===== src/hdl/ex_pkg.sv =====
// ******************************
// Shared definitions for the execute stage: data widths, ALU and
// branch function codes, branch outcomes and the packed structs for
// issued commands, multiplier tags and the completion bus.
// Modules import it inside their body.
// ******************************

package ex_pkg;

  localparam int xlen = 64;
  localparam int tag_bits = 8;
  localparam int mult_stages = 4;
  localparam int mult_chunk = 16;
  localparam int shamt_bits = $clog2(xlen);

  // Driven by the ALU on an undefined function code
  localparam logic [xlen-1:0] alu_bad_code = 64'hdead_beef_baad_beef;

  typedef enum logic [4:0] {
    alu_add, alu_sub,
    alu_and, alu_bic, alu_bis, alu_ornot, alu_xor, alu_eqv,
    alu_srl, alu_sll, alu_sra,
    alu_cmpult, alu_cmpeq, alu_cmpule, alu_cmplt, alu_cmple
  } alu_func_t;

  // Low two bits of the branch function
  typedef enum logic [1:0] {
    br_lbc = 2'b00,
    br_eq  = 2'b01,
    br_lt  = 2'b10,
    br_le  = 2'b11
  } br_test_t;

  typedef struct packed {
    logic     invert;
    br_test_t test;
  } br_func_t;

  typedef enum logic [1:0] {
    kind_alu    = 2'b00,
    kind_branch = 2'b01,
    kind_mult   = 2'b10
  } ex_kind_t;

  typedef enum logic [1:0] {
    br_none      = 2'b00,
    br_taken     = 2'b01,
    br_not_taken = 2'b10,
    br_halt      = 2'b11
  } br_result_t;

  typedef struct packed {
    logic                valid;
    ex_kind_t            kind;
    alu_func_t           alu_func;
    br_func_t            br_func;
    logic [xlen-1:0]     opa;
    logic [xlen-1:0]     opb;
    logic [xlen-1:0]     npc;
    logic [tag_bits-1:0] dest;
    logic                predicted_taken;
    logic                is_link;
    logic                is_halt;
  } ex_cmd_t;

  typedef struct packed {
    logic                valid;
    logic [xlen-1:0]     npc;
    logic [tag_bits-1:0] dest;
  } mult_tag_t;

  typedef struct packed {
    logic                valid;
    logic [tag_bits-1:0] dest;
    logic [xlen-1:0]     result;
    logic [xlen-1:0]     npc;
    logic [xlen-1:0]     target;
    br_result_t          br_result;
    logic                mispredict;
  } cdb_t;

endpackage


===== src/hdl/ex_arbiter.sv =====
// ******************************
// Completion bus arbiter, combinational.
// A finishing multiply takes the bus and stalls issue; otherwise
// an ALU or branch command completes in the cycle it is issued.
// ******************************

`timescale 1ns/10ps

module ex_arbiter (
  input  ex_pkg::ex_cmd_t         cmd,
  input  logic [ex_pkg::xlen-1:0] alu_result,
  input  logic                    cond,
  input  logic [ex_pkg::xlen-1:0] product,
  input  ex_pkg::mult_tag_t       mult_tag,
  input  logic                    wb_stall,
  output ex_pkg::cdb_t            cdb,
  output logic                    issue_stall
);

  import ex_pkg::*;

  logic issue_ok;

  assign issue_stall = mult_tag.valid || wb_stall;

  // Mult commands go to the pipeline and complete later
  assign issue_ok = cmd.valid && (cmd.kind != kind_mult) && !issue_stall;

  always_comb begin
    cdb = '0;
    if (mult_tag.valid) begin
      cdb.valid     = 1'b1;
      cdb.dest      = mult_tag.dest;
      cdb.result    = product;
      cdb.npc       = mult_tag.npc;
      cdb.target    = product;
      cdb.br_result = br_none;
    end else if (issue_ok) begin
      cdb.valid  = 1'b1;
      cdb.dest   = cmd.dest;
      cdb.npc    = cmd.npc;
      cdb.target = alu_result;
      if (cmd.kind == kind_branch) begin
        cdb.br_result  = cond ? br_taken : br_not_taken;
        cdb.mispredict = (cond != cmd.predicted_taken);
        // Link branches write the return address
        cdb.result     = cmd.is_link ? cmd.npc : alu_result;
      end else begin
        cdb.br_result = cmd.is_halt ? br_halt : br_none;
        cdb.result    = alu_result;
      end
    end
  end

endmodule


===== config.mk =====
export PLATFORM = sky130hd
export DESIGN_NAME = ex_arbiter
export DESIGN_NICKNAME = d
export VERILOG_FILES = /design/src/hdl/ex_pkg.sv /design/src/hdl/ex_arbiter.sv
export SDC_FILE = /design/constraint.sdc
export NUM_CORES = 1
export LEC_CHECK = 0
export BUFFER_PORTS_ARGS = -buffer_cell sky130_fd_sc_hd__buf_2
export CAP_MARGIN = 20
export CORE_AREA = 2 2 241 243
export DETAILED_ROUTE_END_ITERATION = 6
export DIE_AREA = 0 0 243 245
export GPL_ROUTABILITY_DRIVEN = 0
export PLACE_DENSITY = 0.31
export SYNTH_ARGS = -nofsm -noshare
export SYNTH_HDL_FRONTEND = slang
export SYNTH_SLANG_ARGS = --single-unit

===== constraint.sdc =====
create_clock -name vclk -period 1.2
set_input_delay 0.12 -clock vclk [all_inputs]
set_output_delay 0.12 -clock vclk [all_outputs]
set_load 0.01 [all_outputs]

After elaboration in Yosys (flattened, before gate mapping) --
Index checks and enable logic that the tools add are counted. W data, S select, Z words.
Word-level totals: logic and storage cells 16, input bits 417, output and inout port bits 205, flip-flop bits (word level) 0
Cells by class: muxes and demuxes 9, equal/unequal tests 3, reductions and logical operators 4
Operator list (number):
- $mux W204 | 1
- $mux W203 | 1
- $mux W64 | 2
- $mux W2 | 3
- $eq A2 B1 Y1 const B | 1
- $logic_and A1 B1 Y1 | 2
- $mux W1 | 2
- $ne A2 B2 Y1 const B | 1
- $logic_not A1 Y1 | 1
- $logic_or A1 B1 Y1 | 1
- $ne A1 B1 Y1 | 1

Logic depth before layout (Yosys ltp) --
word-level depth 5, mapped depth 5, depth with buffers taken out 3

Least setup slack after synthesis --
OpenSTA, ideal clock, no wires.
path kind input port to output port, start input wb_stall, end output cdb[59] (netlist bit), slack 118 ps, data required time 1080 ps, data arrival time 962 ps, buffers on the path 2, stages 5, cell sequence nor2_2 -> nand3_2 -> buf_2 -> buf_2 -> o21ai_0
RTL lines:
- from (decl) | line ex_arbiter.sv:15 | input logic wb_stall,
- to (decl) | line ex_arbiter.sv:16 | output ex_pkg::cdb_t cdb,

==> results.md <==
Run status:
- The flow ran to the end, but the final reports show violations.
- The final reports fail on negative setup slack.

Worst setup path:
- The type of the worst setup path is in2out.
- STA classifies the critical path endpoint as an output port.
- The peak fanout along the critical path is 9.
- The worst path required time is roughly 1100 ps.
- The worst setup path is launched from a primary input.
- The worst path arrival time is 1320 ps.

Final layout:
- The number of clock-tree buffers in the layout is 0.
- The number of sequential cells in the layout is 0.
- Compared with the post-synthesis result, the final layout area differs by 161%.
- The core occupancy in the finished layout is between 10% and 20%.
- Once layout is done, the placed cells without fillers occupy 0.00742 mm².
- The final layout contains 1385 nets.
- The fraction of layout instances using a drive strength above 1 is 63.1%.
- The sequential cells in the finished layout cover a total of 0 µm².

Power and ir drop:
- The net switching share of the total power is 50.5%.
- The net load switching power is roughly 1.3 mW.
- The clock network is responsible for 0% of the overall power.
- Overall power consumption after layout is estimated at 2.63 mW.
- IR analysis of the VDD net gives a maximum drop of between 100 and 150 µV.
- The proportion of power drawn by flip-flops and latches is 0%.
- Combinational cells account for 100.0% of the total power.
- In this run the static leakage power is ~3.9 nW.
- The internal power is 1.30 mW.
- The areal power density over the cells is between 300 and 400 mW/mm².

Synth:
- Sequential elements use 0% of the synthesized area.
- After synthesis, the netlist uses 19 different library cells.
- The average instance area after synthesis is 6.33 µm².
- The Yosys step of the flow raised 0 warnings.
- Synthesis produced a netlist whose cell count is 450.
- The total nets after synthesis is 867.
- In this run the cell area of the synthesized design comes to roughly 0.0028 mm².

Drt:
- The final layout contains routed wiring with a total length of 27300 µm.
- The total vias in the final route is 5554.
- In the final routed layout, each cell accounts on average for 15.8 µm.
- The count of TritonRoute iterations in the first routing pass is 4.
- The via-per-instance ratio is 3.20.
- The detailed router finished its first iteration with 118 violations.
- The total DRC errors in the routed layout is 0.
- The count of antenna-violating nets left after detailed routing is 0.

Timing:
- Summed over all failing endpoints, the final setup total negative slack is -26340 ps.
- The highest achievable clock rate is 697 MHz.
- The final count of hold timing violations is 0.
- In the finished design, the share of the clock period the worst path needs comes to 120%.
- The remaining max-slew budget at the tightest pin is ~87%.
- Setup repair after global routing could not meet its margin everywhere.
- At the pin with the least slew margin, the transition time is 185 ps.
- The final number of max-transition violations is 0.
- The number of endpoints failing setup at the final stage is 202.
- The final critical-path setup slack is -235 ps.
- The time the worst path needs with I/O delays and setup is 1440 ps.

Min path:
- The path type of the worst min-delay path is in2out.
- The worst min-delay path startpoint is cmd[7].
- The hold path endpoint is cdb[199].
- The worst hold path was traced through 3 stages.

Floorplanning:
- The initial utilization of the core area, before any placement, comes to 4.99%.
- The die covers approximately 0.060 mm².
- The region available for standard cell placement spans 0.0570 mm².
- Measured along the x axis, the die boundary spans 243 µm.
- During I/O placement, the number of pins put on the boundary was between 600 and 700.
- The die is 245 µm tall.
- The total number of placement rows is 88.

Global routing:
- The via count of the first global-routing pass came to 5509.
- Entering global routing, the biggest net connects 39 pins.
- The global-route wire length before repair is 35300 µm.
- The number of antenna violations at the first check in global routing is 12.
- Global routing used 7.86% of the available tracks.
- Summed over all layers, the global routing overflow is 0.

Placement:
- The half-perimeter wire length of the detailed placement result is 21300 µm.
- The post-detailed-placement cell area is 0.00638 mm².
- The number of buffers inserted by port buffering is ~490.

Job:
- The number of max-capacitance violations reported is 0.
-- placed cells by master (no fill, tap or decap), types with 2 or more instances in the layout --
cell and instances:
sky130_fd_sc_hd__buf_2 469, sky130_fd_sc_hd__o21ai_1 80, sky130_fd_sc_hd__a22o_1 72, sky130_fd_sc_hd__inv_1 65, sky130_fd_sc_hd__nand2_1 64, sky130_fd_sc_hd__mux2i_1 61, sky130_fd_sc_hd__o21ai_2 34, sky130_fd_sc_hd__buf_6 32
sky130_fd_sc_hd__buf_12 21, sky130_fd_sc_hd__buf_4 15, sky130_fd_sc_hd__o21ai_0 10, sky130_fd_sc_hd__buf_8 10, sky130_fd_sc_hd__buf_16 8, sky130_fd_sc_hd__clkbuf_16 5, sky130_fd_sc_hd__diode_2 4, sky130_fd_sc_hd__mux2i_2 4
sky130_fd_sc_hd__o21ai_4 4, sky130_fd_sc_hd__and3_4 2, sky130_fd_sc_hd__nor2_1 2
-- area by class of cell --
type               count  area [µm²]
multi-input cells    341        2470
fillers             6726       49600
repair buffers       560        3740
well taps            765         957
inverters             65         244
diodes                 4        10.0
-- worst max-delay path: stages --
cell	delay (ps)
sky130_fd_sc_hd__buf_8	90
sky130_fd_sc_hd__and3b_4	320
sky130_fd_sc_hd__buf_12	160
sky130_fd_sc_hd__buf_4	150
sky130_fd_sc_hd__mux2i_2	220
sky130_fd_sc_hd__o21ai_1	70
sky130_fd_sc_hd__buf_2	140
-- metrics by stage --
stage | std cells | setup WS, ps | hold WS [ps]
after floorplan | 450 | 118 | 300
after global placement | 1696 | -362 | 543
after detailed placement | 1696 | -347 | 542
after CTS | 1722 | -251 | 542
after global routing | 1732 | -292 | 556
final | 1735 | -235 | 540
-- worst max-delay path by stage --
stage / from / cells after the start / to / slack (ps)
floorplan: wb_stall / 5 / cdb[59] / 120
global placement: mult_tag[72] / 6 / cdb[97] / -360
detailed placement: mult_tag[72] / 7 / cdb[46] / -350
CTS: cmd[212] / 7 / cdb[169] / -250
global route: cmd[212] / 7 / cdb[159] / -290
finish: cmd[212] / 7 / cdb[169] / -240
-- layer usage --
metal	up-vias	GRT usage (%)	wire length [µm]
li1	2642	-	-
met1	2526	8.90	10800
met2	338	14.5	13400
met3	40	2.10	2410
met4	8	2.02	742
met5	-	0	49
-- cell families (layout without fill, tap and decap cells) --
| group | Yosys count | in the layout | synth area share [%] |
|---|---|---|---|
| AOI/OAI and AO/OA | 201 | 201 | 45.1 |
| buffers and inverters | 109 | 625 | 21.0 |
| and+or+nand+nor | 74 | 74 | 10.8 |
| muxes | 65 | 65 | 22.8 |
| xor gates and xnor gates | 1 | 1 | 0.308 |
| other | 0 | 4 | 0 |
-- repair_timing --
| action | in CTS | in global routing |
|---|---|---|
| gates resized for setup | 124 | 59 |
| pin swaps | 5 | 11 |
| cloned | 9 | 6 |
| setup buffers | 17 | 8 |
| setup endpoints to repair | 204 | 204 |
| hold buffers | 0 | 0 |
-- power groups by stage --
stage          sequential, mW   clock [mW]  combinational [mW]
2_1_floorplan               0            0               0.977
3_3_place_gp                0            0                2.29
3_5_place_dp                0            0                2.27
4_1_cts                     0            0                2.55
5_1_grt                     0  0.000000111                2.84
6_report                    0  0.000000264                2.63
-- cells in the mapped netlist (all sizes together) --
cell | count | area share (%)
and3 | 2 | 0.44
nand2b | 2 | 0.44
buf | 27 | 10
a211oi | 1 | 0.44
nand2 | 64 | 8.4
inv | 65 | 8.6
and3b | 1 | 0.31
o21ai | 128 | 22
nand3 | 1 | 0.35
mux2i | 65 | 23
and2b | 1 | 0.31
xor2 | 1 | 0.31
a22o | 72 | 22
nor2 | 3 | 0.48
clkbuf | 17 | 2.2
No activity file was read; power rests on OpenSTA's default activity.
