--- src/hdl/ex_pkg.sv ---
// ******************************
// Shared definitions for the execute stage: data widths, ALU and
// branch function codes, branch outcomes and the packed structs for
// issued commands, multiplier tags and the completion bus.
// Modules import it inside their body.
// ******************************

package ex_pkg;

  localparam int xlen = 64;
  localparam int tag_bits = 8;
  localparam int mult_stages = 4;
  localparam int mult_chunk = 16;
  localparam int shamt_bits = $clog2(xlen);

  // Driven by the ALU on an undefined function code
  localparam logic [xlen-1:0] alu_bad_code = 64'hdead_beef_baad_beef;

  typedef enum logic [4:0] {
    alu_add, alu_sub,
    alu_and, alu_bic, alu_bis, alu_ornot, alu_xor, alu_eqv,
    alu_srl, alu_sll, alu_sra,
    alu_cmpult, alu_cmpeq, alu_cmpule, alu_cmplt, alu_cmple
  } alu_func_t;

  // Low two bits of the branch function
  typedef enum logic [1:0] {
    br_lbc = 2'b00,
    br_eq  = 2'b01,
    br_lt  = 2'b10,
    br_le  = 2'b11
  } br_test_t;

  typedef struct packed {
    logic     invert;
    br_test_t test;
  } br_func_t;

  typedef enum logic [1:0] {
    kind_alu    = 2'b00,
    kind_branch = 2'b01,
    kind_mult   = 2'b10
  } ex_kind_t;

  typedef enum logic [1:0] {
    br_none      = 2'b00,
    br_taken     = 2'b01,
    br_not_taken = 2'b10,
    br_halt      = 2'b11
  } br_result_t;

  typedef struct packed {
    logic                valid;
    ex_kind_t            kind;
    alu_func_t           alu_func;
    br_func_t            br_func;
    logic [xlen-1:0]     opa;
    logic [xlen-1:0]     opb;
    logic [xlen-1:0]     npc;
    logic [tag_bits-1:0] dest;
    logic                predicted_taken;
    logic                is_link;
    logic                is_halt;
  } ex_cmd_t;

  typedef struct packed {
    logic                valid;
    logic [xlen-1:0]     npc;
    logic [tag_bits-1:0] dest;
  } mult_tag_t;

  typedef struct packed {
    logic                valid;
    logic [tag_bits-1:0] dest;
    logic [xlen-1:0]     result;
    logic [xlen-1:0]     npc;
    logic [xlen-1:0]     target;
    br_result_t          br_result;
    logic                mispredict;
  } cdb_t;

endpackage

--- src/hdl/ex_alu.sv ---
// ******************************
// 64-bit integer ALU, purely combinational.
// Covers add, subtract, logic ops, shifts and compares; compares
// return 0 or 1 in the low bit.
// ******************************

`timescale 1ns/10ps

module ex_alu (
  input  logic [ex_pkg::xlen-1:0] opa,
  input  logic [ex_pkg::xlen-1:0] opb,
  input  ex_pkg::alu_func_t       func,
  output logic [ex_pkg::xlen-1:0] result
);

  import ex_pkg::*;

  logic [shamt_bits-1:0] shamt;
  logic [xlen-1:0]       sra_fill;

  // Sign-aware less-than on two's complement values
  function automatic logic signed_lt(input logic [xlen-1:0] a, input logic [xlen-1:0] b);
    if (a[xlen-1] == b[xlen-1]) begin
      return a < b;
    end
    return a[xlen-1];
  endfunction

  assign shamt = opb[shamt_bits-1:0];

  // Upper bits vacated by the logical right shift
  assign sra_fill = ~({xlen{1'b1}} >> shamt);

  always_comb begin
    case (func)
      alu_add:    result = opa + opb;
      alu_sub:    result = opa - opb;
      alu_and:    result = opa & opb;
      alu_bic:    result = opa & ~opb;
      alu_bis:    result = opa | opb;
      alu_ornot:  result = opa | ~opb;
      alu_xor:    result = opa ^ opb;
      alu_eqv:    result = opa ^ ~opb;
      alu_srl:    result = opa >> shamt;
      alu_sll:    result = opa << shamt;
      alu_sra:    result = (opa >> shamt) | (sra_fill & {xlen{opa[xlen-1]}});
      alu_cmpult: result = {{(xlen-1){1'b0}}, opa < opb};
      alu_cmpeq:  result = {{(xlen-1){1'b0}}, opa == opb};
      alu_cmpule: result = {{(xlen-1){1'b0}}, opa <= opb};
      alu_cmplt:  result = {{(xlen-1){1'b0}}, signed_lt(opa, opb)};
      alu_cmple:  result = {{(xlen-1){1'b0}}, signed_lt(opa, opb) || (opa == opb)};
      default:    result = alu_bad_code;
    endcase
  end

endmodule

--- config.mk ---
export PLATFORM = sky130hd
export DESIGN_NAME = ex_alu
export DESIGN_NICKNAME = d
export VERILOG_FILES = /design/src/hdl/ex_pkg.sv /design/src/hdl/ex_alu.sv
export SDC_FILE = /design/constraint.sdc
export NUM_CORES = 1
export LEC_CHECK = 0
export ABC_CLOCK_PERIOD_IN_PS = 7000
export BUFFER_PORTS_ARGS = -buffer_cell sky130_fd_sc_hd__buf_2
export CORE_MARGIN = 3
export CORE_UTILIZATION = 30
export DETAILED_ROUTE_END_ITERATION = 10
export MAX_ROUTING_LAYER = met4
export SLEW_MARGIN = 10
export SYNTH_ARGS = -nofsm -noshare
export SYNTH_HDL_FRONTEND = slang
export SYNTH_SLANG_ARGS = --single-unit
--- constraint.sdc ---
create_clock -name vclk -period 7
set_input_delay 1.4 -clock vclk [all_inputs]
set_output_delay 1.4 -clock vclk [all_outputs]
set_load 0.03 [all_outputs]
# Yosys cells after proc, flatten, opt, wreduce, memory -nomap -nowiden
# Index checks and enable logic that the tools add are counted.
dict set report totals {
  register_bits 0
  input_bits 133
  elab_cells 44
}
dict set report classes {
  add_sub_neg 2
  magnitude_cmp 2
  eq_ne 17
  n_shift 3
  muxes 8
  bitwise_logic 10
  reduce_logical 2
}
# op count
set op_table {}
lappend op_table {{$pmux 64 s16} 1}
lappend op_table {{$and 64x64->64} 3}
lappend op_table {{$or 64x64->64} 3}
lappend op_table {{$not 64->64} 2}
lappend op_table {{$xor 64x64->64} 2}
lappend op_table {{$add 64x64->64} 1}
lappend op_table {{$eq 64x64->1} 1}
lappend op_table {{$le 64x64->1} 1}
lappend op_table {{$lt 64x64->1} 1}
lappend op_table {{$shl 64x6->64} 1}
lappend op_table {{$shr 64x6->64} 1}
lappend op_table {{$shr 64x6->64 const A} 1}
lappend op_table {{$sub 64x64->64} 1}
lappend op_table {{$eq 5x4->1 const B} 8}
lappend op_table {{$eq 5x3->1 const B} 4}
lappend op_table {{$eq 5x2->1 const B} 2}
lappend op_table {{$mux 1} 7}
lappend op_table {{$eq 5x1->1 const B} 1}
lappend op_table {{$logic_not 5->1} 1}
lappend op_table {{$eq 1x1->1} 1}
lappend op_table {{$logic_or 1x1->1} 1}

# Depth between registers and ports, before layout
# Gate-level depths: netlist (run 1).
dict set report logic_depth {
  ltp_word 7
  depth_mapped 17
}

# Least setup slack after synthesis (run 1)
# Ideal clock, no wire load.
dict set report synth_timing {
  path_kind {input -> output}
  start {input port opb[4] (netlist name)}
  end {output port result[52] (netlist name)}
  t_arrival_ns 5.654
  t_required_ns 5.600
  slack_ns -0.054
  cell_stages 17
  path_buffers 4
  path_cell_list {clkbuf_1 -> inv_1 -> clkbuf_1 -> clkbuf_1 -> clkbuf_1 -> ha_1 -> inv_2 -> a211oi_1 -> a221oi_4 -> nand3_2 -> a21oi_4 -> o211ai_4 -> a2111oi_4 -> o2111ai_1 -> nor3b_1 -> o21a_1 -> o31ai_1}
}
dict set report synth_via {
  elab_chain_len 5
  word_cells_on_any_way 9
}
# element line
set synth_lines {}
lappend synth_lines {{start: declaration} ex_alu.sv:11} ;# input logic [ex_pkg::xlen-1:0] opb,
lappend synth_lines {{parallel branches: the longest is 4 deep, another holds $sub 64x64->64} -}
lappend synth_lines {{$pmux 64 s16 (*)} ex_alu.sv:35} ;# case (func)
lappend synth_lines {{end: declaration} ex_alu.sv:13} ;# output logic [ex_pkg::xlen-1:0] result
# Mark *: on every way between the ends.

# Final worst setup path (run 1)
dict set report layout_timing {
  start {input port opb[1] (netlist name)}
  end {output port result[51] (netlist name)}
}
# The elaborated chain is that of the path after synthesis.

==> metrics.txt, run 1 <==
vias in the first global route about 23,000; count of routing violations after the opening detailed-route iteration between 4,000 and 5,000; grt ovf 0; number of buffer cells added on primary ports 197; die outline width between 200 and 300 µm; count of final hold-check violations 0; pre-CTS setup slack roughly 0.47 ns; Sequential cell area 0 µm²; sum of negative setup slack 0 ns; fraction of final layout cells sized beyond drive strength 1 0.152; CP startpoint kind input pin; final routed DRC violation total 0; count of warnings emitted by yosys 0; portion of the clock cycle consumed by the worst path in the final layout 0.955; final core utilization 0.338; critical path data required time between 5 and 6 ns; routability congestion estimate approximately 1.1; worst-path fanout max between 100 and 150; Post-CTS Setup Repair Bufs 0; Clock Buffer Count 0; number of nets in the finished design between 3,000 and 4,000; min-delay worst type input pin to primary output; RSZ-0062 raised after global routing no; Resize count post-CTS 0; post-route setup slack between 0.3 and 0.4 ns; setup-violating endpoint count in the final report 0; relative area change from synthesis to final layout 11.2%; count of flip-flops and latches 0; shortest period the worst path allows between 6 and 7 ns; Antenna Violating Nets Remaining 0; fraction of the yosys area taken by sequential cells 0; global-route usage over all layers 0.346; core area approximately 63,000 µm²; CP Capture Type primary output; area of the mapped netlist a little under 20,000 µm²; Rel. slew slack 0.245; result of the run finished clean; Synth top area share 0.0892; Detailed Routing Iterations Pass 1 6; max cap viols 0; number of max-slew violations in the final report 0; Die Area between 60,000 and 70,000 µm²; total wire length ~120,000 µm; gate count of the mapped netlist 3,043; worst-case hold slack roughly 3.4 ns; number of placement rows 92; dpl hpwl a little under 100,000 µm; post-synthesis net count ~3,300; via-per-instance ratio 6.56; maximum achievable frequency between 0.1 and 0.15 GHz; Die Height 259 µm; effective utilization at floorplan 0.304; data arrival time of the critical path between 5 and 6 ns; Filler Cells Inserted ~7,100; number of primary I/O pins 197; most area-hungry cell type in the Yosys netlist o21ai_0; top cells by area in the synthesized netlist o21ai_0 8.9%, nor2_1 8.6%, ha_1 8.3%, a21oi_1 7.4%, mux2i_1 7.1%; pin count of the biggest net entering global routing about 140; Synth Area per Inst between 6 and 7 µm²; wire length of the first global-routing pass 168,000 µm; hold-fix buffers at CTS 0; initial antenna violation count 2; WS Path Type input pin to primary output; Worst-Margin Slew between 1 and 1.5 ns; unique cell type count in the Yosys netlist 97; total number of vias between 20,000 and 30,000; average wire per cell in the routed design 30.2 µm
-- critical path: stages --
cell      delay [ns]
buf_6           0.16
buf_12          0.35
buf_4           0.42
nand2b_1        0.11
o21ai_0         0.11
o21ai_0         0.27
mux2i_1         0.45
nor2_1          0.07
o311ai_0        0.69
o21ai_0         0.36
a211oi_1        0.36
o21ai_1         0.17
buf_2           0.23
-- synth_stat cells (13+ instances only) --
master	instances
nand2_1	240
a221oi_1	24
nand2b_1	54
nand4_1	30
o21ai_1	33
buf_1	48
mux2_2	30
a21o_1	30
a21oi_1	285
a211oi_1	34
o21ai_0	343
nor3_1	77
o21a_1	24
o221ai_1	17
ha_1	128
or3_1	14
a31oi_1	38
o211ai_1	61
o31ai_1	38
inv_2	13
buf_2	60
nor2_1	443
nor4_1	26
nand3_1	54
o21bai_1	36
mux2i_1	137
inv_1	130
clkbuf_1	127
o22ai_1	34
xor2_1	106
mux4_2	59
xnor2_1	60
-- through the flow --
| step | instances | cell area [µm²] |
|---|---|---|
| finish | 3983 | 21400 |
| global route | 3981 | 21400 |
| CTS | 3979 | 21400 |
| detailed placement | 3979 | 21400 |
| global placement | 3979 | 21400 |
| floorplan | 3043 | 19300 |
-- per-layer routing --
| layer | up-vias | global-route usage | wire length [µm] |
|---|---|---|---|
| li1 | 11400 | - | - |
| met1 | 12500 | 0.472 | 49000 |
| met2 | 1935 | 0.503 | 49800 |
| met3 | 330 | 0.0692 | 15200 |
| met4 | 0 | 0.130 | 6170 |
| met5 | - | - | 0 |
-- final cells by class --
type | instances | area, µm² | share of cell area
Antenna cell | 4 | 10.0 | 0.000467
Timing Repair Buffer | 332 | 2080 | 0.0972
Tap cell | 846 | 1060 | 0.0494
Inverter | 145 | 548 | 0.0256
Multi-Input combinational cell | 2656 | 17700 | 0.827
-- cell usage in the layout (no fill, tap or decap), types with 59 or more instances in the layout --
master	synthesis	routed
nor3_1	77	77
xnor2_1	60	60
buf_4	5	133
a21oi_1	285	285
xor2_1	106	106
mux4_2	59	59
nand2_1	240	240
ha_1	128	128
o21ai_0	343	343
o211ai_1	61	61
nor2_1	443	442
buf_2	60	192
mux2i_1	137	137
inv_1	130	129
-- final timing paths --
check	startpoint	to	slack, ns	depth (start not counted)
max	opb[1]	result[51]	0.32	13
min	func[0]	result[60]	3.42	4
-- cells by family after synthesis --
| group | after synthesis | share of synthesized area |
|---|---|---|
| xor gates and xnor gates | 166 | 0.0755 |
| and+or+nand+nor | 1000 | 0.231 |
| buffers and inverters | 387 | 0.0808 |
| muxes | 227 | 0.158 |
| AOI/OAI and AO/OA | 1133 | 0.369 |
| adders and majority gates | 130 | 0.0853 |
==> run 2: changes to the inputs <==
CORE_MARGIN = 2   (was 3)
MAX_ROUTING_LAYER = not set   (was met4)
PLACE_DENSITY = 0.51   (was not set)
==> run 2 against run 1 <==
Routed wire length increased by 0.97%. Largest cell class unchanged. Via count decreased by 1.1%. Non-clock buffer count up 16. Core utilization increased by 0.29 points. Final area grew 0.85%.
==> metrics.txt, run 2 (same netlist as run 1, synthesis figures left out) <==
result of the run finished clean (unchanged); Pwr Density slightly above 100 nW/µm²; met2 Use GR 0.517 (was 0.503); max cap viols 0 (unchanged); hold-fix buffers at CTS 0 (unchanged); static leakage about 9 nW; global-route usage over all layers 0.348 (was 0.346); WS Path Type input pin to primary output (unchanged); total number of vias 25,800 (was 26,100); core area 63,300 µm² (unchanged); number of placement rows 92 (unchanged); wire length of the first global-routing pass 172,000 µm (was 168,000 µm); data arrival time of the critical path 5.25 ns (was 5.28 ns); vias in the first global route 24,200 (was 23,500); worst-path fanout max 9 (was 119); Die Area 66,200 µm² (was 67,200 µm²); CP startpoint kind input pin (unchanged); critical path data required time 5.60 ns (about the same); crit path max-delay cell type ha_1 (was o311ai_0); Clock Buffer Count 0 (unchanged); number of primary I/O pins 197 (unchanged); leading cell type in the layout, fill and taps excluded nor2_1 (unchanged); GR Layer Usage met3 0.0787 (was 0.0692); maximum achievable frequency 0.150 GHz (about the same); shortest period the worst path allows 6.65 ns (was 6.68 ns); pin count of the biggest net entering global routing 135 (unchanged); most used cell along the critical path a21oi_1 (was o21ai_0); number of nets in the finished design 3,414 (was 3,398); die outline width 257 µm (was 259 µm); via-per-instance ratio 6.46 (was 6.56); count of routing violations after the opening detailed-route iteration 3,896 (was 4,483); portion of the clock cycle consumed by the worst path in the final layout 0.951 (was 0.955); relative area change from synthesis to final layout 12.2% (was 11.2%); routability congestion estimate 1.07 (was 1.12); Worst-Margin Slew 1.23 ns (was 1.12 ns); CP cell instances buf_2 -> inv_1 -> ha_1 -> inv_1 -> a21oi_1 -> o31ai_1 -> a221oi_1 -> a21oi_1 -> a21o_1 -> a21oi_1 -> o21ai_0 -> a21boi_0 -> mux2i_1 -> nand3_1 -> buf_2 (was buf_6 -> buf_12 -> buf_4 -> nand2b_1 -> o21ai_0 -> o21ai_0 -> mux2i_1 -> nor2_1 -> o311ai_0 -> o21ai_0 -> a211oi_1 -> o21ai_1 -> buf_2); met1 capacity usage during global routing 0.480 (was 0.472); worst-case hold slack 3.31 ns (was 3.42 ns); post-route setup slack 0.346 ns (was 0.318 ns); setup-violating endpoint count in the final report 0 (unchanged); grt ovf 0 (unchanged); Worst path max stage delay 0.55 ns (was 0.69 ns); number of buffer cells added on primary ports 197 (unchanged); Die Height 257 µm (was 259 µm); Detailed Routing Iterations Pass 1 8 (was 6); Sequential cell area 0 µm² (unchanged); Post-CTS Setup Repair Bufs 0 (unchanged); power consumption ~2.2 mW; IR drop worst, VDD 51.5 µV; number of max-slew violations in the final report 0 (unchanged); Rel. slew slack 0.174 (was 0.245); pre-CTS setup slack 0.414 ns (was 0.473 ns); count of final hold-check violations 0 (unchanged); average wire per cell in the routed design 30.4 µm (was 30.2 µm); total wire length 121,000 µm (was 120,000 µm); final core utilization 0.341 (was 0.338); dpl hpwl 98,600 µm (was 97,100 µm); global routing's busiest layer met2 (unchanged); leading cell types in the layout, fill and taps excluded 441 x nor2_1, 342 x o21ai_0, 285 x a21oi_1 (was 442 x nor2_1, 343 x o21ai_0, 285 x a21oi_1); fraction of final layout cells sized beyond drive strength 1 0.156 (was 0.152); min-delay worst type input pin to primary output (unchanged); sum of negative setup slack 0 ns (unchanged); buffers and inverters on the worst path 4 (unchanged); Filler Cells Inserted 7,158 (was 7,127); cell class contributing the biggest share of worst-path delay compound AO/OA/AOI/OAI gates (unchanged); Antenna Violating Nets Remaining 0 (unchanged); CP Capture Type primary output (unchanged); initial antenna violation count 9 (was 2); RSZ-0062 raised after global routing no (unchanged); effective utilization at floorplan 0.304 (unchanged); count of flip-flops and latches 0 (unchanged); final routed DRC violation total 0 (unchanged)
run 2: cell count changes in the layout (fill, tap and decap cells not counted), sizes merged:
| cell | delta |
|---|---|
| buf | +15 |
| clkdlybuf4s18 | +1 |
| diode | -3 |
run 2: per-stage QoR:
step	area [µm²]	cells
final	21600	3996
after global routing	21600	3995
after CTS	21600	3995
after detailed placement	21600	3995
after global placement	21600	3994
after floorplan	19300	3043
run 2: where the power goes:
group	switching (mW)	internal (mW)
clock network	0	0.0000000495
registers	0	0
logic	1.49	0.690
run 2: area by class of cell:
class | count | area, µm² | share of cell area
multi-input combinational | 2656 | 17700 | 0.820
timing repair buffer | 348 | 2270 | 0.105
tap | 846 | 1060 | 0.0490
inverter | 145 | 548 | 0.0254
antenna | 1 | 2.50 | 0.000116
run 2: per-layer routing:
layer	up-vias	wire length [µm]
met4	6	6320
li1	11400	-
met5	-	44
met2	1635	50600
met3	286	13800
met1	12500	50500
run 2: repair_timing:
action | in CTS | in global routing
setup endpoints to repair | 0 | 1
resized for setup | 0 | 1
hold endpoints to repair | 0 | 0
run 2: path summary, 6_finish.rpt:
check,start,endpoint,slack (ns),cells past startpoint
setup / recovery,opb[6],result[57],0.35,15
hold / removal,func[0],result[60],3.31,4
(Power assumes the default switching activity.)
