===== config.mk =====
export PLATFORM = sky130hd
export DESIGN_NAME = ex_branch_cond
export DESIGN_NICKNAME = d
export VERILOG_FILES = /design/src/hdl/ex_pkg.sv /design/src/hdl/ex_branch_cond.sv
export SDC_FILE = /design/constraint.sdc
export NUM_CORES = 1
export LEC_CHECK = 0
export BUFFER_PORTS_ARGS = -buffer_cell sky130_fd_sc_hd__buf_4
export CELL_PAD_IN_SITES_DETAIL_PLACEMENT = 1
export CELL_PAD_IN_SITES_GLOBAL_PLACEMENT = 1
export CORE_UTILIZATION = 10
export DETAILED_ROUTE_END_ITERATION = 7
export GPL_ROUTABILITY_DRIVEN = 0
export PLACE_DENSITY_LB_ADDON = 0.1
export SETUP_SLACK_MARGIN = 0.1
export SLEW_MARGIN = 10
export SYNTH_ARGS = -nofsm -noshare
export SYNTH_HDL_FRONTEND = slang
export SYNTH_SLANG_ARGS = --single-unit

===== constraint.sdc =====
create_clock -name vclk -period 2.5
set_input_delay 0.625 -clock vclk [all_inputs]
set_output_delay 0.625 -clock vclk [all_outputs]
set_load 0.02 [all_outputs]

===== src/hdl/ex_pkg.sv =====
// ******************************
// Shared definitions for the execute stage: data widths, ALU and
// branch function codes, branch outcomes and the packed structs for
// issued commands, multiplier tags and the completion bus.
// Modules import it inside their body.
// ******************************

package ex_pkg;

  localparam int xlen = 64;
  localparam int tag_bits = 8;
  localparam int mult_stages = 4;
  localparam int mult_chunk = 16;
  localparam int shamt_bits = $clog2(xlen);

  // Driven by the ALU on an undefined function code
  localparam logic [xlen-1:0] alu_bad_code = 64'hdead_beef_baad_beef;

  typedef enum logic [4:0] {
    alu_add, alu_sub,
    alu_and, alu_bic, alu_bis, alu_ornot, alu_xor, alu_eqv,
    alu_srl, alu_sll, alu_sra,
    alu_cmpult, alu_cmpeq, alu_cmpule, alu_cmplt, alu_cmple
  } alu_func_t;

  // Low two bits of the branch function
  typedef enum logic [1:0] {
    br_lbc = 2'b00,
    br_eq  = 2'b01,
    br_lt  = 2'b10,
    br_le  = 2'b11
  } br_test_t;

  typedef struct packed {
    logic     invert;
    br_test_t test;
  } br_func_t;

  typedef enum logic [1:0] {
    kind_alu    = 2'b00,
    kind_branch = 2'b01,
    kind_mult   = 2'b10
  } ex_kind_t;

  typedef enum logic [1:0] {
    br_none      = 2'b00,
    br_taken     = 2'b01,
    br_not_taken = 2'b10,
    br_halt      = 2'b11
  } br_result_t;

  typedef struct packed {
    logic                valid;
    ex_kind_t            kind;
    alu_func_t           alu_func;
    br_func_t            br_func;
    logic [xlen-1:0]     opa;
    logic [xlen-1:0]     opb;
    logic [xlen-1:0]     npc;
    logic [tag_bits-1:0] dest;
    logic                predicted_taken;
    logic                is_link;
    logic                is_halt;
  } ex_cmd_t;

  typedef struct packed {
    logic                valid;
    logic [xlen-1:0]     npc;
    logic [tag_bits-1:0] dest;
  } mult_tag_t;

  typedef struct packed {
    logic                valid;
    logic [tag_bits-1:0] dest;
    logic [xlen-1:0]     result;
    logic [xlen-1:0]     npc;
    logic [xlen-1:0]     target;
    br_result_t          br_result;
    logic                mispredict;
  } cdb_t;

endpackage


===== src/hdl/ex_branch_cond.sv =====
// ******************************
// Branch condition on a single operand, combinational.
// cond high means the branch is taken.
// ******************************

`timescale 1ns/10ps

module ex_branch_cond (
  input  logic [ex_pkg::xlen-1:0] opa,
  input  ex_pkg::br_func_t        func,
  output logic                    cond
);

  import ex_pkg::*;

  logic raw;

  always_comb begin
    case (func.test)
      br_lbc:  raw = ~opa[0];
      br_eq:   raw = (opa == '0);
      br_lt:   raw = opa[xlen-1];
      default: raw = opa[xlen-1] || (opa == '0);
    endcase
  end

  // Top function bit flips the sense of the test
  assign cond = func.invert ? ~raw : raw;

endmodule


---- Yosys cells after proc, flatten, opt, wreduce, memory -nomap -nowiden ----
Cells that the tools add are included.
storage, ports and cells
  bits in registers ....................... 0
  logic and storage cells ................. 9
cells by class
  reduce and logical (&&, ||, !) cells .... 3
  bitwise gates (word level) .............. 2
  multiplexer cells ....................... 2
  equality and inequality tests ........... 2
operators with widths
  cell                  number
  $logic_not A64 Y1     1
  $pmux W1 S3           1
  $eq A2 B1 Y1 const B  1
  $eq A2 B2 Y1 const B  1
  $logic_not A2 Y1      1
  $not A1 Y1            2
  $logic_or A1 B1 Y1    1
  $mux W1               1

---- Logic depth before layout (Yosys ltp) ----
Gate-level depths: netlist of the first run.
  depth after elaboration ................. 5
  mapped depth ............................ 5
  gate-level depth less buffers ........... 5

---- Worst setup path before layout of the first run ----
Ideal clock, no wire load.
  path type ............................... input to output
  start ................................... input opa[32] (netlist name)
  end ..................................... output cond
  data required time ...................... 1.875 ns
  stages .................................. 5
  arrival ................................. 1.998 ns
  slack ................................... -0.123 ns
  cell sequence ........................... nor4_2 -> nand4_1 -> or4_1 -> o21ai_2 -> xor2_1
on the way
  longest elaborated chain between the ends .. 5
ends and longest elaborated chain
  what                   RTL line                                    RTL
  start, declared        ex_branch_cond.sv:9                         input logic [ex_pkg::xlen-1:0] opa,
  $logic_not A64 Y1 (*)  ex_branch_cond.sv:21, ex_branch_cond.sv:23
  $logic_or A1 B1 Y1     ex_branch_cond.sv:23                        default: raw = opa[xlen-1] || (opa == '0);
  $pmux W1 S3 (*)        ex_branch_cond.sv:19                        case (func.test)
  $not A1 Y1             ex_branch_cond.sv:28                        assign cond = func.invert ? ~raw : raw;
  $mux W1 (*)            ex_branch_cond.sv:28
  end, declared          ex_branch_cond.sv:11                        output logic cond
Every way passes the cells marked *; elsewhere a longest branch is shown, timed or not.

---- Final worst setup path of the first run ----
  start ................................... input opa[19] (netlist name)
  end ..................................... output cond
Same word-level chain as after synthesis.

==> results of run 1 <==
-- cells in the mapped netlist --
cell | count | share of area [%]
sky130_fd_sc_hd__nand2_1 | 1 | 2.0
sky130_fd_sc_hd__nand4_1 | 3 | 10
sky130_fd_sc_hd__or4_1 | 1 | 4.0
sky130_fd_sc_hd__a21oi_1 | 1 | 2.7
sky130_fd_sc_hd__nor4_1 | 11 | 37
sky130_fd_sc_hd__nor4_2 | 3 | 20
sky130_fd_sc_hd__nor2_1 | 1 | 2.0
sky130_fd_sc_hd__nor3_1 | 2 | 5.4
sky130_fd_sc_hd__o21ai_2 | 1 | 4.7
sky130_fd_sc_hd__nand3_1 | 1 | 2.7
sky130_fd_sc_hd__xor2_1 | 1 | 4.7
sky130_fd_sc_hd__nor4b_1 | 1 | 4.7
-- cells by family (layout without fill, tap and decap cells) --
family                 Yosys count  count (layout)  synth area share (%)
XOR/XNOR                         1               1                  4.70
AO/OA/AOI/OAI                    2               2                  7.38
AND/OR/NAND/NOR                 24              24                  87.9
buffers and inverters            0              71                     0
-- timing repair --
| item | 4_1_cts | 5_1_grt |
|---|---|---|
| resized for setup | 22 | 2 |
| hold buffers | 0 | 0 |
| pin swaps | 12 | 1 |
| endpoints found under the setup margin | 1 | 1 |
-- placed cells by master (no fill, tap or decap) --
master	netlist	routed
sky130_fd_sc_hd__a21oi_1	1	1
sky130_fd_sc_hd__buf_4	0	60
sky130_fd_sc_hd__buf_6	0	11
sky130_fd_sc_hd__nand2_1	1	1
sky130_fd_sc_hd__nand3_1	1	1
sky130_fd_sc_hd__nand4_1	3	3
sky130_fd_sc_hd__nor2_1	1	1
sky130_fd_sc_hd__nor3_1	2	2
sky130_fd_sc_hd__nor4_1	11	6
sky130_fd_sc_hd__nor4_2	3	3
sky130_fd_sc_hd__nor4_4	0	5
sky130_fd_sc_hd__nor4b_2	0	1
sky130_fd_sc_hd__o21ai_4	0	1
sky130_fd_sc_hd__or4_4	0	1
sky130_fd_sc_hd__xor2_2	0	1
-- cell type report --
class,instances,area share [%]
tap,25,3.51
timing repair buffer,71,64.4
multi-input combinational,27,32.1
-- worst max-delay path by stage --
stage / startpoint / to / slack (ns) / cells after the start
after floorplan: opa[32] / cond / -0.05 / 5
after global placement: opa[45] / cond / -0.27 / 7
after detailed placement: opa[45] / cond / -0.30 / 7
after CTS: opa[33] / cond / -0.23 / 7
after global routing: opa[40] / cond / -0.33 / 7
final: opa[19] / cond / -0.22 / 7
-- critical path, cell delays in order --
cell                      delay, ns
sky130_fd_sc_hd__buf_4         0.12
sky130_fd_sc_hd__nor4_4        0.26
sky130_fd_sc_hd__nand2_1       0.09
sky130_fd_sc_hd__or4_4         0.55
sky130_fd_sc_hd__o21ai_4       0.18
sky130_fd_sc_hd__xor2_2        0.15
sky130_fd_sc_hd__buf_6         0.13
-- per-layer routing --
metal  share of wire (%)  up-vias  GRT usage [%]
li1                    -      265              -
met1                  31      248           15.3
met2                  60       32           30.7
met3                 9.9        0          0.800
met4                   0        0              0
met5                   0        -              0
-- report_power, final --
group / total, W / switching (W) / internal, W / leakage, nW
sequential: 0 / 0 / 0 / 0
combinational: 0.000124 / 0.0000365 / 0.0000879 / 0.392
clock: 0 / 0 / 0 / 0
-- through the flow --
| stage | TNS [ns] | total power (W) | instances | util [%] |
|---|---|---|---|---|
| 6_report | -0.220 | 0.000124 | 123 | 51.1 |
| 5_1_grt | -0.330 | 0.000132 | 123 | 51.1 |
| 4_1_cts | -0.232 | 0.000123 | 123 | 50.4 |
| 3_5_place_dp | -0.297 | 0.000104 | 123 | 43.4 |
| 3_3_place_gp | -0.266 | 0.000102 | 123 | 43.4 |
| 2_1_floorplan | -0.0477 | 0.0000130 | 27 | - |
==> run_results.csv, run 1 <==
group,metric,value,unit
run_status,run_status,"finished, violations left",
run_status,violations,"setup timing",
logic_synthesis,yosysSeqAreaShare,0,%
timing,fin_crit_sh,109,%
drt,avgViaCountPerCell,4.43,
logic_synthesis,synth_warnings,0,
global_route,groute.usage.overall,14.2,%
logic_synthesis,syn-instance-count,27,
die,boundaryPins,68,
timing,slew_headroom,81.3,%
worst_hold_path,hp-start,"func[2]",
place,postPlaceCellArea,758,sq um
setup_path,critPathLaunchType,"input port",
die,initial_core_util,10.7,%
final_layout,layout.cell_area.non_filler,892,sq um
timing,worst_pin_slew,0.278,ns
timing,grt_setup_unrepaired,"true",
final_layout,fillCellCount,213,
final_layout,multi_input_area,287,sq um
final_layout,fin_nets,167,
power_and_ir_drop,vdd_drop_max,66.6,uV
drt,remaining_drc_errors,0,
clock_tree,cts_post_setup_buffers_inserted,0,
global_route,globalRouteOverflowTotal,0,
die,dieHeight,45.2,um
drt,drt_iter0_drc,6,
timing,holdWs,1.52,ns
logic_synthesis,yosys.cell_types.count,12,
final_layout,final.clkbuf_count,0,
die,rows,15,
global_route,first_global_vias,574,
die,die_w,45.2,um
logic_synthesis,avgSynthCellArea,6.90,sq um
timing,final-setup-viol-count,1,
setup_path,worstPathRequired,1.88,ns
setup_path,arrival,2.09,ns
drt,detail_route.wl_per_cell,12.5,um
power_and_ir_drop,p_leak,0.392,nW
place,pre_cts_ws,-0.297,ns
drt,drt_wl_total,1530,um
global_route,grt_antenna_before_repair,0,
final_layout,drive_above_1_share,84.7,%
final_layout,regArea,0,sq um
drt,route.vias.total,545,
place,dp.final_hpwl,1300,um
worst_hold_path,min_to,"cond",
final_layout,layout-area-overhead-vs-synth,379,%
power_and_ir_drop,powerDensity,140,nW/um^2
global_route,grt_first_pass_wirelength,2210,um
drt,drtPass1Iterations,4,
logic_synthesis,syn_area,186,sq um
timing,hold_viol,0,
setup_path,path_max_fanout,1,
timing,finalWorstSetupSlack,-0.220,ns
logic_synthesis,syn-num-nets,94,
worst_hold_path,whs_path_depth,3,
setup_path,critical_path_sink_type,"output pin",
final_layout,seq_cells,0,
timing,final_period_minus_worst_setup_slack,2.72,ns
timing,final_max_slew_viol_count,0,
flow_run,maxCapViolations,0,
place,buffer_ports.inserted,68,
die,die_footprint,2040,sq um
worst_hold_path,min_path_type,"in -> out",
timing,clock.fmax,368,MHz
final_layout,antennaDiodeCount,0,
die,core_area,1750,sq um
global_route,largest_net_degree_at_the_start_of_global_routing,3,
drt,route.antenna.remaining_nets,0,
setup_path,timing.setup.critical_path_class,"in -> out",
(Power assumes the default switching activity.)
==> inputs of run 2 (changes only) <==
ABC_AREA = 1   (was unset)
clock period = 2.7 ns   (was 2.5 ns; I/O delays follow)
==> run 2 against run 1 <==
Compared with the run above:
- the flow now finishes without violations
- via count up 22%
- power decreased by 22%
- highest routed layer unchanged
- worst setup slack better by 0.64 ns
- design area is 9.0% lower
==> run_results.csv, run 2 <==
group,metric,value,unit
run_status,run_status,"finished clean",
timing,finalWorstSetupSlack,0.416,ns
drt,detail_route.wl_per_cell,9.30,um
logic_synthesis,syn-instance-count,67,
setup_path,critPathLaunchType,"input port",
timing,final_max_slew_viol_count,0,
flow_run,maxCapViolations,0,
worst_hold_path,min_path_type,"in -> out",
drt,avgViaCountPerCell,4.04,
final_layout,drive_above_1_share,50.4,%
timing,hold_viol,0,
place,postPlaceCellArea,812,sq um
power_and_ir_drop,p_leak,0.429,nW
final_layout,fin_nets,204,
logic_synthesis,synth_largest_area_cell,"sky130_fd_sc_hd__nor2_1",
timing,holdWs,1.70,ns
timing,grt_setup_unrepaired,"false",
final_layout,final.clkbuf_count,0,
logic_synthesis,synth_xor_area_share,0,%
setup_path,critical_path_sink_type,"output pin",
timing,slew_headroom,89.4,%
logic_synthesis,synth_compound_gate_area_share,1.90,%
die,rows,18,
global_route,grt_first_pass_wirelength,2370,um
final_layout,antennaDiodeCount,0,
logic_synthesis,synth-adder-area-share,0,%
logic_synthesis,avgSynthCellArea,3.94,sq um
timing,worst_pin_slew,0.158,ns
clock_tree,cts_post_setup_buffers_inserted,0,
die,initial_core_util,10.7,%
timing,fin_setup_tns,0,ns
final_layout,regArea,0,sq um
die,boundaryPins,68,
setup_path,timing.setup.critical_path_class,"in -> out",
global_route,groute.usage.overall,10.8,%
setup_path,path_max_fanout,2,
global_route,largest_net_degree_at_the_start_of_global_routing,3,
place,buffer_ports.inserted,68,
final_layout,layout-area-overhead-vs-synth,208,%
drt,drt_wl_total,1530,um
clock_tree,postCtsResizedCells,0,
drt,remaining_drc_errors,0,
logic_synthesis,synth_most_common_cell,"sky130_fd_sc_hd__nor2_1",
final_layout,top_library_cells_by_usage_in_the_layout_fill_and_taps_aside,"68 x sky130_fd_sc_hd__buf_4, 40 x sky130_fd_sc_hd__nor2_1, 18 x sky130_fd_sc_hd__nand2_1",
power_and_ir_drop,seq_power_share,0,%
clock_tree,hold_buffers,0,
logic_synthesis,netlist.area_leader.share,56.9,%
drt,route.antenna.remaining_nets,0,
power_and_ir_drop,powerDensity,119,nW/um^2
global_route,first_global_vias,689,
die,die_w,53.4,um
logic_synthesis,fraction_of_synthesized_area_in_multiplexers,0,%
power_and_ir_drop,pwr-share-comb,100.0,%
logic_synthesis,synth_common_cells,"40 x sky130_fd_sc_hd__nor2_1, 18 x sky130_fd_sc_hd__nand2_1, 3 x sky130_fd_sc_hd__nand3_1",
logic_synthesis,syn_area,264,sq um
logic_synthesis,yosys.area_share.simple,95.3,%
logic_synthesis,yosys.cell_types.count,8,
logic_synthesis,yosysSeqAreaShare,0,%
logic_synthesis,syn-num-nets,134,
setup_path,worstPathRequired,2.03,ns
timing,final_period_minus_worst_setup_slack,2.28,ns
drt,drtPass1Iterations,1,
die,core_area,2480,sq um
final_layout,seq_cells,0,
timing,clock.fmax,438,MHz
drt,route.vias.total,667,
global_route,globalRouteOverflowTotal,0,
die,dieHeight,53.4,um
power_and_ir_drop,cell_internal_pwr,0.0000706,W
setup_path,arrival,1.61,ns
drt,drt_iter0_drc,0,
power_and_ir_drop,share_clk_of_total_power,0,%
global_route,grt_antenna_before_repair,0,
power_and_ir_drop,switching_share,26.9,%
timing,final-setup-viol-count,0,
place,dp.final_hpwl,1480,um
place,pre_cts_ws,0.377,ns
final_layout,final_common_cell,"sky130_fd_sc_hd__buf_4",
die,die_footprint,2850,sq um
final_layout,layout.cell_area.non_filler,812,sq um
logic_synthesis,synth_warnings,0,
timing,fin_crit_sh,84.6,%
power_and_ir_drop,power_switching,0.0000260,W
logic_synthesis,synth_top_family_by_area,"simple AND/OR/NAND/NOR gates",
logic_synthesis,leading_cell_types_by_total_area_after_synthesis,"sky130_fd_sc_hd__nor2_1 57%, sky130_fd_sc_hd__nand2_1 26%, sky130_fd_sc_hd__nand3_1 5.7%",
power_and_ir_drop,vdd_drop_max,38.4,uV
[run 2: layer usage]
metal	global-route usage (%)	wire, um
met5	0	0
met4	0	0
met1	9.33	468
met2	25.8	883
met3	1.15	182
[run 2: path summary, 6_finish.rpt]
kind | start | end | slack [ns] | depth (start not counted)
worst max-delay path | opa[15] | cond | 0.42 | 11
worst min-delay path | func[2] | cond | 1.70 | 4
[run 2: area by class of cell]
cell class / count / area, sq um
fillers: 366 / 1670
inverters: 2 / 7.51
multi-input cells: 65 / 256
well taps: 30 / 37.5
repair buffers: 68 / 510
[run 2: cells by family (layout without fill, tap and decap cells)]
kind of cell	Yosys count	in the layout
and+or+nand+nor	64	64
buffers and inverters	2	70
AOI/OAI and AO/OA	1	1
[run 2: metrics by stage]
stage	utilization (%)	power, W	cells
2_1_floorplan	-	0.0000186	67
4_1_cts	32.8	0.0000986	165
5_1_grt	32.8	0.000108	165
6_report	32.8	0.0000967	165
3_5_place_dp	32.8	0.0000985	165
3_3_place_gp	32.8	0.0000948	165
[run 2: worst max-delay path, stage by stage]
cell and delay (ns):
sky130_fd_sc_hd__buf_4 0.11, sky130_fd_sc_hd__nor2_1 0.11, sky130_fd_sc_hd__nand2_1 0.06, sky130_fd_sc_hd__nor2_1 0.11, sky130_fd_sc_hd__nand2_1 0.06, sky130_fd_sc_hd__nor2_1 0.09, sky130_fd_sc_hd__nand3_1 0.09, sky130_fd_sc_hd__nand2_1 0.07
sky130_fd_sc_hd__nand2_1 0.05, sky130_fd_sc_hd__nand2_1 0.05, sky130_fd_sc_hd__buf_4 0.13
[run 2: power by group through the flow]
| stage | Clock, W | Combinational [W] | Sequential, W |
|---|---|---|---|
| 2_1_floorplan | 0 | 0.0000186 | 0 |
| 3_3_place_gp | 0 | 0.0000948 | 0 |
| 3_5_place_dp | 0 | 0.0000985 | 0 |
| 4_1_cts | 0 | 0.0000986 | 0 |
| 5_1_grt | 0 | 0.000108 | 0 |
| 6_report | 0 | 0.0000967 | 0 |
